[src/design/xlate_params.svh]
// translator geometry macros
`ifndef XLATE_PARAMS_SVH
`define XLATE_PARAMS_SVH

// address widths
`define XLATE_EVA_W 32        // endpoint virtual address, bytes
`define XLATE_EPA_W 28        // endpoint physical address, words

// mesh
`define XLATE_CORD_W 6        // per coordinate
`define XLATE_TILES_X 4
`define XLATE_TILES_Y 4

// cache banks above and below the tile array
`define XLATE_BLOCK_WORDS 8   // words per cache block
`define XLATE_CACHE_WORDS 1024
`define XLATE_CACHE_SETS 64

// tile endpoint
`define XLATE_LOCAL_W 16      // local word address inside a tile

// word address of data memory word zero
`define XLATE_DMEM_BASE 'h400

`endif

[src/design/eva_fmt_pkg.sv]
// endpoint virtual address formats
`include "xlate_params.svh"

package eva_fmt_pkg;

  // raw byte address as issued by the endpoint
  typedef logic [`XLATE_EVA_W-1:0] eva_t;

  // coordinate field as carried inside an address
  typedef logic [`XLATE_CORD_W-1:0] eva_cord_t;

  // byte offsets left over after tag and coordinates
  typedef logic [`XLATE_EVA_W-2-2*`XLATE_CORD_W-1:0] gl_ofs_t;  // 18 bits
  typedef logic [`XLATE_EVA_W-3-2*`XLATE_CORD_W-1:0] tg_ofs_t;  // 17 bits
  typedef logic [`XLATE_EVA_W-5-1:0] sh_ofs_t;                  // 27 bits

  // dram fields
  typedef logic [$clog2(`XLATE_BLOCK_WORDS)-1:0] blk_word_t;    // word in block
  typedef logic [`XLATE_EVA_W-5-$clog2(`XLATE_BLOCK_WORDS):0] dram_blk_t;  // 25 bits

  // global, tag 01
  typedef struct packed {
    logic [1:0] remote;
    eva_cord_t y;
    eva_cord_t x;
    gl_ofs_t offset;  // byte offset in the target tile
  } global_eva_s;

  // tile-group relative, tag 001
  typedef struct packed {
    logic [2:0] remote;
    eva_cord_t y;     // relative to group origin
    eva_cord_t x;
    tg_ofs_t offset;
  } tg_eva_s;

  // tile-group shared memory, tag 00001
  typedef struct packed {
    logic [4:0] remote;
    sh_ofs_t offset;  // striped over the group
  } shared_eva_s;

  // dram, top bit set
  typedef struct packed {
    logic dram;
    logic host;       // host side when striping is off
    dram_blk_t block;
    blk_word_t word;
    logic [1:0] byte_sel;
  } dram_eva_s;

endpackage

[src/design/npa_pkg.sv]
// network physical address types
`include "xlate_params.svh"

package npa_pkg;

  typedef logic [`XLATE_CORD_W-1:0] cord_t;  // mesh coordinate
  typedef logic [`XLATE_EPA_W-1:0] epa_t;    // endpoint word address

  // log2 of a tile-group dimension
  typedef logic [2:0] tg_dim_lg_t;

  // translated destination
  typedef struct packed {
    cord_t x;
    cord_t y;
    epa_t epa;
    logic invalid;  // no universal region matched
  } npa_s;

  // address regions, in decode priority order
  typedef enum logic [2:0] {
    REGION_DRAM,
    REGION_GLOBAL,
    REGION_TILE_GROUP,
    REGION_SHARED,
    REGION_INVALID
  } region_e;

  // per-tile group configuration
  typedef struct packed {
    cord_t origin_x;
    cord_t origin_y;
    tg_dim_lg_t dim_x_lg;
    tg_dim_lg_t dim_y_lg;
    logic dram_enable;  // stripe dram over the cache banks
  } tg_cfg_s;

endpackage

[src/design/dram_bank_hash.sv]
// DRAM block to cache bank hash
`timescale 1ns/1ps

module dram_bank_hash #(
  parameter int banks_p = 8,   // power of two
  parameter int width_p = 25   // block number bits
) (
  input logic [width_p-1:0] block_i,
  output logic [$clog2(banks_p)-1:0] bank_o,
  output logic [width_p-$clog2(banks_p)-1:0] index_o
);

  localparam int lg_banks_lp = $clog2(banks_p);
  localparam int index_w_lp = width_p - lg_banks_lp;

  // consecutive blocks land on consecutive banks,
  // so a linear sweep touches every bank before reusing one
  logic [lg_banks_lp-1:0] bank_sel;
  logic [index_w_lp-1:0] set_sel;

  always_comb begin
    bank_sel = block_i[lg_banks_lp-1:0];  // block mod banks
    set_sel = index_w_lp'(block_i >> lg_banks_lp);  // block div banks
  end

  assign bank_o = bank_sel;
  assign index_o = set_sel;

  // modulo and divide above are plain slices only for power of two banks
  initial begin
    assert (banks_p >= 2 && (banks_p & (banks_p - 1)) == 0)
      else $fatal(1, "dram_bank_hash: banks_p %0d not a power of two", banks_p);
  end

endmodule

[src/design/shared_mem_hash.sv]
// tile-group shared memory hash
`timescale 1ns/1ps
`include "xlate_params.svh"

module shared_mem_hash
  import eva_fmt_pkg::*;
  import npa_pkg::*;
(
  input sh_ofs_t offset_i,       // byte offset into shared space
  input tg_dim_lg_t dim_x_lg_i,  // log2 group width
  input tg_dim_lg_t dim_y_lg_i,  // log2 group height
  output cord_t x_o,             // tile inside the group
  output cord_t y_o,
  output logic [`XLATE_LOCAL_W-1:0] local_o
);

  localparam int word_w_lp = $bits(sh_ofs_t) - 2;  // drop byte bits

  typedef logic [word_w_lp-1:0] sh_word_t;

  sh_word_t word;
  sh_word_t x_mask;
  sh_word_t y_mask;
  sh_word_t local_full;   // local word before truncation
  logic [3:0] tile_lg;    // total group bits

  // word w = {local, tile y, tile x}, field widths follow the group shape
  always_comb begin
    word = offset_i[$bits(sh_ofs_t)-1:2];
    tile_lg = 4'(dim_x_lg_i) + 4'(dim_y_lg_i);
    x_mask = ~({word_w_lp{1'b1}} << dim_x_lg_i);
    y_mask = ~({word_w_lp{1'b1}} << dim_y_lg_i);

    x_o = cord_t'(word & x_mask);
    y_o = cord_t'((word >> dim_x_lg_i) & y_mask);
    local_full = word >> tile_lg;
    local_o = local_full[`XLATE_LOCAL_W-1:0];

    // high local bits would alias onto a lower dmem word
    assert (local_full[word_w_lp-1:`XLATE_LOCAL_W] == '0)
      else $error("shared_mem_hash: local word %0h wider than %0d bits", local_full,
                  `XLATE_LOCAL_W);
  end

endmodule

[src/design/eva_to_npa.sv]
// EVA to NPA translation
`timescale 1ns/1ps
`include "xlate_params.svh"

module eva_to_npa
  import eva_fmt_pkg::*;
  import npa_pkg::*;
(
  input eva_t eva_i,
  input tg_cfg_s cfg_i,
  output npa_s npa_o
);

  localparam int cache_lg_lp = $clog2(`XLATE_CACHE_WORDS);  // block memory span
  localparam int ways_lp = `XLATE_CACHE_WORDS / (`XLATE_CACHE_SETS * `XLATE_BLOCK_WORDS);
  localparam int banks_lp = 2 * `XLATE_TILES_X;  // one row above, one below
  localparam int bank_lg_lp = $clog2(banks_lp);
  localparam int blk_w_lp = $bits(dram_blk_t);
  localparam int set_w_lp = blk_w_lp - bank_lg_lp;

  localparam cord_t south_y_lp = cord_t'(`XLATE_TILES_Y + 1);  // row below the tiles
  localparam cord_t host_y_lp = cord_t'(1);

  localparam logic [1:0] gl_tag_lp = 2'b01;
  localparam logic [2:0] tg_tag_lp = 3'b001;
  localparam logic [4:0] sh_tag_lp = 5'b00001;

  // all formats viewed over the same bits
  global_eva_s gl;
  tg_eva_s tg;
  shared_eva_s sh;
  dram_eva_s dr;

  assign gl = eva_i;
  assign tg = eva_i;
  assign sh = eva_i;
  assign dr = eva_i;

  logic is_dram;
  logic is_gl;
  logic is_tg;
  logic is_sh;

  assign is_dram = dr.dram;
  assign is_gl = (gl.remote == gl_tag_lp);
  assign is_tg = (tg.remote == tg_tag_lp);
  assign is_sh = (sh.remote == sh_tag_lp);

  region_e region;

  always_comb begin
    if (is_dram) region = REGION_DRAM;  // highest priority
    else if (is_gl) region = REGION_GLOBAL;
    else if (is_tg) region = REGION_TILE_GROUP;
    else if (is_sh) region = REGION_SHARED;
    else region = REGION_INVALID;
  end

  // striped dram
  logic [bank_lg_lp-1:0] bank;
  logic [set_w_lp-1:0] set_idx;

  dram_bank_hash #(
    .banks_p(banks_lp),
    .width_p(blk_w_lp)
  ) bank_hash_u (
    .block_i(dr.block),
    .bank_o(bank),
    .index_o(set_idx)
  );

  // shared memory striping
  cord_t sh_x;
  cord_t sh_y;
  logic [`XLATE_LOCAL_W-1:0] sh_local;

  shared_mem_hash sh_hash_u (
    .offset_i(is_sh ? sh.offset : '0),  // only shared addresses reach the hash
    .dim_x_lg_i(cfg_i.dim_x_lg),
    .dim_y_lg_i(cfg_i.dim_y_lg),
    .x_o(sh_x),
    .y_o(sh_y),
    .local_o(sh_local)
  );

  always_comb begin
    npa_o = '0;
    unique case (region)
      REGION_DRAM: begin
        if (cfg_i.dram_enable) begin
          npa_o.y = bank[bank_lg_lp-1] ? south_y_lp : '0;  // top bank bit picks the row
          npa_o.x = cord_t'(bank[bank_lg_lp-2:0]);
          npa_o.epa = epa_t'({set_idx, dr.word});
        end else if (dr.host) begin
          npa_o.x = '0;  // host port
          npa_o.y = host_y_lp;
          npa_o.epa = {1'b1, eva_i[`XLATE_EPA_W:2]};
        end else begin
          // block memory, bank picked straight from the address
          npa_o.y = eva_i[2+cache_lg_lp+`XLATE_CORD_W] ? south_y_lp : '0;
          npa_o.x = eva_i[2+cache_lg_lp +: `XLATE_CORD_W];
          npa_o.epa = epa_t'(eva_i[2 +: cache_lg_lp]);
        end
      end
      REGION_GLOBAL: begin
        npa_o.x = gl.x;
        npa_o.y = gl.y;
        npa_o.epa = epa_t'(gl.offset[$bits(gl_ofs_t)-1:2]);
      end
      REGION_TILE_GROUP: begin
        npa_o.x = tg.x + cfg_i.origin_x;  // wraps mod 64
        npa_o.y = tg.y + cfg_i.origin_y;
        npa_o.epa = epa_t'(tg.offset[$bits(tg_ofs_t)-1:2]);
      end
      REGION_SHARED: begin
        npa_o.x = sh_x + cfg_i.origin_x;
        npa_o.y = sh_y + cfg_i.origin_y;
        npa_o.epa = epa_t'(sh_local) + epa_t'(`XLATE_DMEM_BASE);  // into dmem
      end
      default: begin
        npa_o.invalid = 1'b1;  // zero coords and epa
      end
    endcase

    // invalid space is the two holes below the tile-group region
    assert ((region == REGION_INVALID) ==
            (eva_i < 32'h0800_0000 || (eva_i >= 32'h1000_0000 && eva_i < 32'h2000_0000)))
      else $error("eva_to_npa: region %s disagrees with address map at %0h",
                  region.name(), eva_i);
  end

  // bank geometry sanity, ways must be whole
  initial begin
    assert (ways_lp >= 1 && `XLATE_CACHE_WORDS % (`XLATE_CACHE_SETS * `XLATE_BLOCK_WORDS) == 0)
      else $fatal(1, "eva_to_npa: cache geometry does not divide into ways");
  end

endmodule

[src/design/remote_xlate.sv]
// remote address translator
`timescale 1ns/1ps
`include "xlate_params.svh"

module remote_xlate
  import eva_fmt_pkg::*;
  import npa_pkg::*;
(
  input logic clk_i,
  input logic rst_i,
  input logic cfg_we_i,   // load cfg_i
  input tg_cfg_s cfg_i,
  input logic eva_v_i,    // eva_i valid
  input eva_t eva_i,
  output logic npa_v_o,   // one cycle after eva_v_i
  output npa_s npa_o
);

  tg_cfg_s cfg_r;
  npa_s npa_n;
  npa_s npa_r;
  logic npa_v_r;

  // group config, zero after reset so dram striping starts off
  always_ff @(posedge clk_i) begin
    if (rst_i) begin
      cfg_r <= '0;
    end else if (cfg_we_i) begin
      cfg_r <= cfg_i;  // seen by the next accepted eva
    end
  end

  // translation runs on the raw address
  eva_to_npa xlate_u (
    .eva_i(eva_i),
    .cfg_i(cfg_r),
    .npa_o(npa_n)
  );

  always_ff @(posedge clk_i) begin
    if (rst_i) begin
      npa_v_r <= 1'b0;
    end else begin
      npa_v_r <= eva_v_i;  // never stalls
    end
  end

  always_ff @(posedge clk_i) begin
    if (eva_v_i) begin
      npa_r <= npa_n;  // holds last result between strobes
    end
  end

  assign npa_v_o = npa_v_r;
  assign npa_o = npa_r;

  // a group must fit in the coordinate space
  cfg_dims_fit_a: assert property (
    @(posedge clk_i) disable iff (rst_i)
    cfg_we_i |-> (4'(cfg_i.dim_x_lg) + 4'(cfg_i.dim_y_lg)) <= 4'(`XLATE_CORD_W)
  ) else $error("remote_xlate: group dims %0d+%0d exceed mesh",
                cfg_i.dim_x_lg, cfg_i.dim_y_lg);

endmodule

[config.mk]
export PLATFORM = sky130hd
export DESIGN_NAME = remote_xlate
export DESIGN_NICKNAME = d
export VERILOG_FILES = /design/src/design/eva_fmt_pkg.sv /design/src/design/npa_pkg.sv /design/src/design/dram_bank_hash.sv /design/src/design/shared_mem_hash.sv /design/src/design/eva_to_npa.sv /design/src/design/remote_xlate.sv
export VERILOG_INCLUDE_DIRS = /design/src /design/src/design
export SDC_FILE = /design/constraint.sdc
export NUM_CORES = 1
export LEC_CHECK = 0
export BUFFER_PORTS_ARGS = -buffer_cell sky130_fd_sc_hd__clkbuf_2
export CORE_MARGIN = 2
export CORE_UTILIZATION = 30
export DETAILED_ROUTE_END_ITERATION = 10
export MAX_ROUTING_LAYER = met4
export PLACE_DENSITY = 0.49
export SLEW_MARGIN = 20
export SYNTH_ARGS = -nofsm -noshare
export SYNTH_HDL_FRONTEND = slang
export SYNTH_SLANG_ARGS = --single-unit
[constraint.sdc]
create_clock -name clk_i -period 4.8 [get_ports clk_i]
set_clock_uncertainty 0.1 [all_clocks]
set_input_delay 0.24 -clock clk_i [delete_from_list [all_inputs] [get_ports clk_i]]
set_output_delay 0.24 -clock clk_i [all_outputs]
set_load 0.01 [all_outputs]
==> results.yml <==
status:
  status: "finished, final reports clean"
flow_run:
  maxCapViolCount: 0
final_layout:
  final_common_cell: "clkbuf_2"
  antenna_cells: 0
  area_growth_pct: 17.7
  nets: 661
  layout_common_cells: "clkbuf_2, nand2_1, mux2i_1"
  drive_above_1_share_pct: 25.1
hold_path:
  hp-class: "in2reg"
power:
  vdd_ir_drop_max_mv: 0.152
  power.static_leakage_uw: 0.00250
  sw_frac_of_total_pct: 31.3
  clockPowerShare_pct: 37.7
  p_sw_uw: 557
  p_comb_share_pct: 27.4
  p_seq_share_pct: 34.9
  p_per_area_nw_per_um2: 303
  p_int_uw: 1220
grt:
  grt_max_degree: 43
  antenna_found_initial: 0
  overflow: 0
  grt_pass1_vias: 4152
  grt_usage_pct: 19.1
  grt_pass1_wl_um: 24800
placed_design:
  place.gp.congestion: 0.899
  dp_hpwl_um: 11500
  pre_cts_ws_ns: 1.08
  io_buffers: 94
yosys:
  synth_warnings: 0
  synth_edf_count: 41
  synth_seq_cells: 61
  ys_types: 70
  syn_area_um2: 4980
  syn_area_per_cell_um2: 9.51
  synth_fp_nets: 596
  ys.flop_type: "edfxtp_1"
  syn_inst: 524
  yosysSeqAreaShare_pct: 32.7
  async_reset_ff_share_pct: 0
floorplan:
  core-area_um2: 16400
  die_x_um: 133
  die_y_um: 133
  initial_core_util_pct: 30.4
  ios: 97
  num_rows: 47
  dieArea_um2: 17700
drt:
  drt_iter0_markers: 521
  drc: 0
  routed_via_density: 5.45
  dr.pass1.iters: 5
  via_count: 4438
  wl_um: 16200
  ant_nets: 0
  wl_per_cell_um: 19.9
timing:
  rsz0062_at_grt: "no"
  worst_pin_slew_ns: 0.988
  finalMaxSlewViolations: 0
  fmax_ghz: 0.264
  finalCritPeriodShare_pct: 78.8
  setup-violations-final: 0
  setup_tns_ns: 0
  finalWorstSetupSlack_ns: 1.02
  min_period_ns: 3.78
  slew_headroom_pct: 34.1
  hold_viol_final: 0
clock_tree:
  htree_levels: 3
  clkTransAtPathRegs_ns: 0.06
  clk_latency_ns: 0.35
  clock_sink_count: 61
  post-cts-setup-buffers: 0
  clock-root-buffer: "clkbuf_16"
  postCtsHoldBufs: 0
  cts_tree: "built"
  clockBufferDepth: 2
  post_cts_resized: 0
  numCtsBuffers: 9
worst_setup_path:
  critical_path.max_fanout: 28
  cp_num_buf_inv: 3
  cp.arrival_ns: 3.76
  critical_path.endpoint_type: "flip-flop"
  cpPeakStageDelay_ns: 0.75
  path_delay_family: "adder cells"
  crit_required_ns: 4.78
  slowest_stage: "fa_1"
  crit_type: "reg2reg"
  cp-start-kind: "flip-flop"
  worstPathCellList: "ha_1, inv_1, fa_1, buf_4, mux2i_1, o21ai_1, o21ai_1, a211oi_4, ha_1, a222oi_1, inv_1"
power by group through the flow:
stage          clock (uW)  sequential (uW)  combinational [uW]
5_1_grt               712              626                 529
4_1_cts               685              622                 483
6_report              671              622                 487
2_1_floorplan           0              642                 329
3_3_place_gp            0              633                 477
3_5_place_dp            0              633                 482
final timing paths:
| path | endpoint | slack, ns | startpoint | cells past startpoint |
|---|---|---|---|---|
| worst min-delay path | cfg_r[1] | 0.04 | cfg_i[1] | 3 |
| worst max-delay path | npa_o[12] | 1.02 | cfg_r[1] | 11 |
| worst max register to register | npa_o[12] | 1.02 | cfg_r[1] | 11 |
| worst min register to register | cfg_r[11] | 0.40 | cfg_r[11] | 2 |
per-stage QoR:
stage	area [um^2]	hold slack [ns]	power, uW	util (%)	instances
CTS	5870	0.0265	1790	35.8	814
floorplan	4980	0.252	971	-	524
global route	5870	0.0378	1870	35.8	814
finish	5870	0.0364	1780	35.8	814
global placement	5560	0.376	1110	33.9	798
detailed placement	5560	0.381	1110	33.9	798
per-layer routing:
metal  part of all wire, %  vias up  track usage (%)
met2                    45      190             28.1
met5                     0        -                -
met4                   2.2        0             6.33
met3                   6.8       21             3.87
met1                    46     2140             26.4
li1                      -     2087                -
registers in the layout, indices dropped and copies added (netlist names):
name     cells
npa_v_o      1
cfg_r       19
npa_o       41
worst reg2reg max path: cells and delay by family (launching register included):
family / cells / cell delay (ns)
adder cells (fa/ha/maj): 3 / 1.28
AO/OA/AOI/OAI: 4 / 0.98
buffers and inverters: 3 / 0.58
flip-flops: 1 / 0.43
multiplexers: 1 / 0.14
synth_stat cells (5+ instances only):
cell type | n | share of area (%)
edfxtp_1 | 41 | 25
mux2i_1 | 56 | 11
a22o_1 | 9 | 1.6
a22oi_1 | 9 | 1.4
o211ai_1 | 9 | 1.4
xnor2_1 | 7 | 1.2
buf_2 | 8 | 0.80
ha_1 | 14 | 3.5
nand3_1 | 14 | 1.4
nand4_1 | 6 | 0.75
nand2_1 | 65 | 4.9
o21ai_1 | 8 | 0.80
nor2_1 | 39 | 2.9
buf_1 | 5 | 0.38
o21ai_0 | 21 | 2.1
clkbuf_1 | 28 | 2.1
nor2b_1 | 6 | 0.75
mux4_2 | 15 | 6.8
mux2_2 | 6 | 1.4
nor3_1 | 8 | 0.80
a21oi_1 | 35 | 3.5
inv_1 | 11 | 0.83
dfxtp_1 | 20 | 8.0
final cells by class:
type                    count  area [um^2]
fillers                  1682        10500
multi-input cells         402         3070
flip-flops and latches     61         1630
repair buffers            103          538
well taps                 220          275
clock buffers              10          239
clock inverters             6         70.1
inverters                  12         45.0
logic make-up (layout without fill, tap and decap cells):
logic type	count (synthesis)	in the layout	synth area share [%]
AOI/OAI and AO/OA	126	126	16.9
xor gates and xnor gates	13	13	2.59
adders and majority gates	17	17	4.72
buffers and inverters	61	131	5.70
DFF	61	61	32.7
muxes	84	84	22.2
and+or+nand+nor	162	162	15.2
Power figures use the tool's default switching activity.
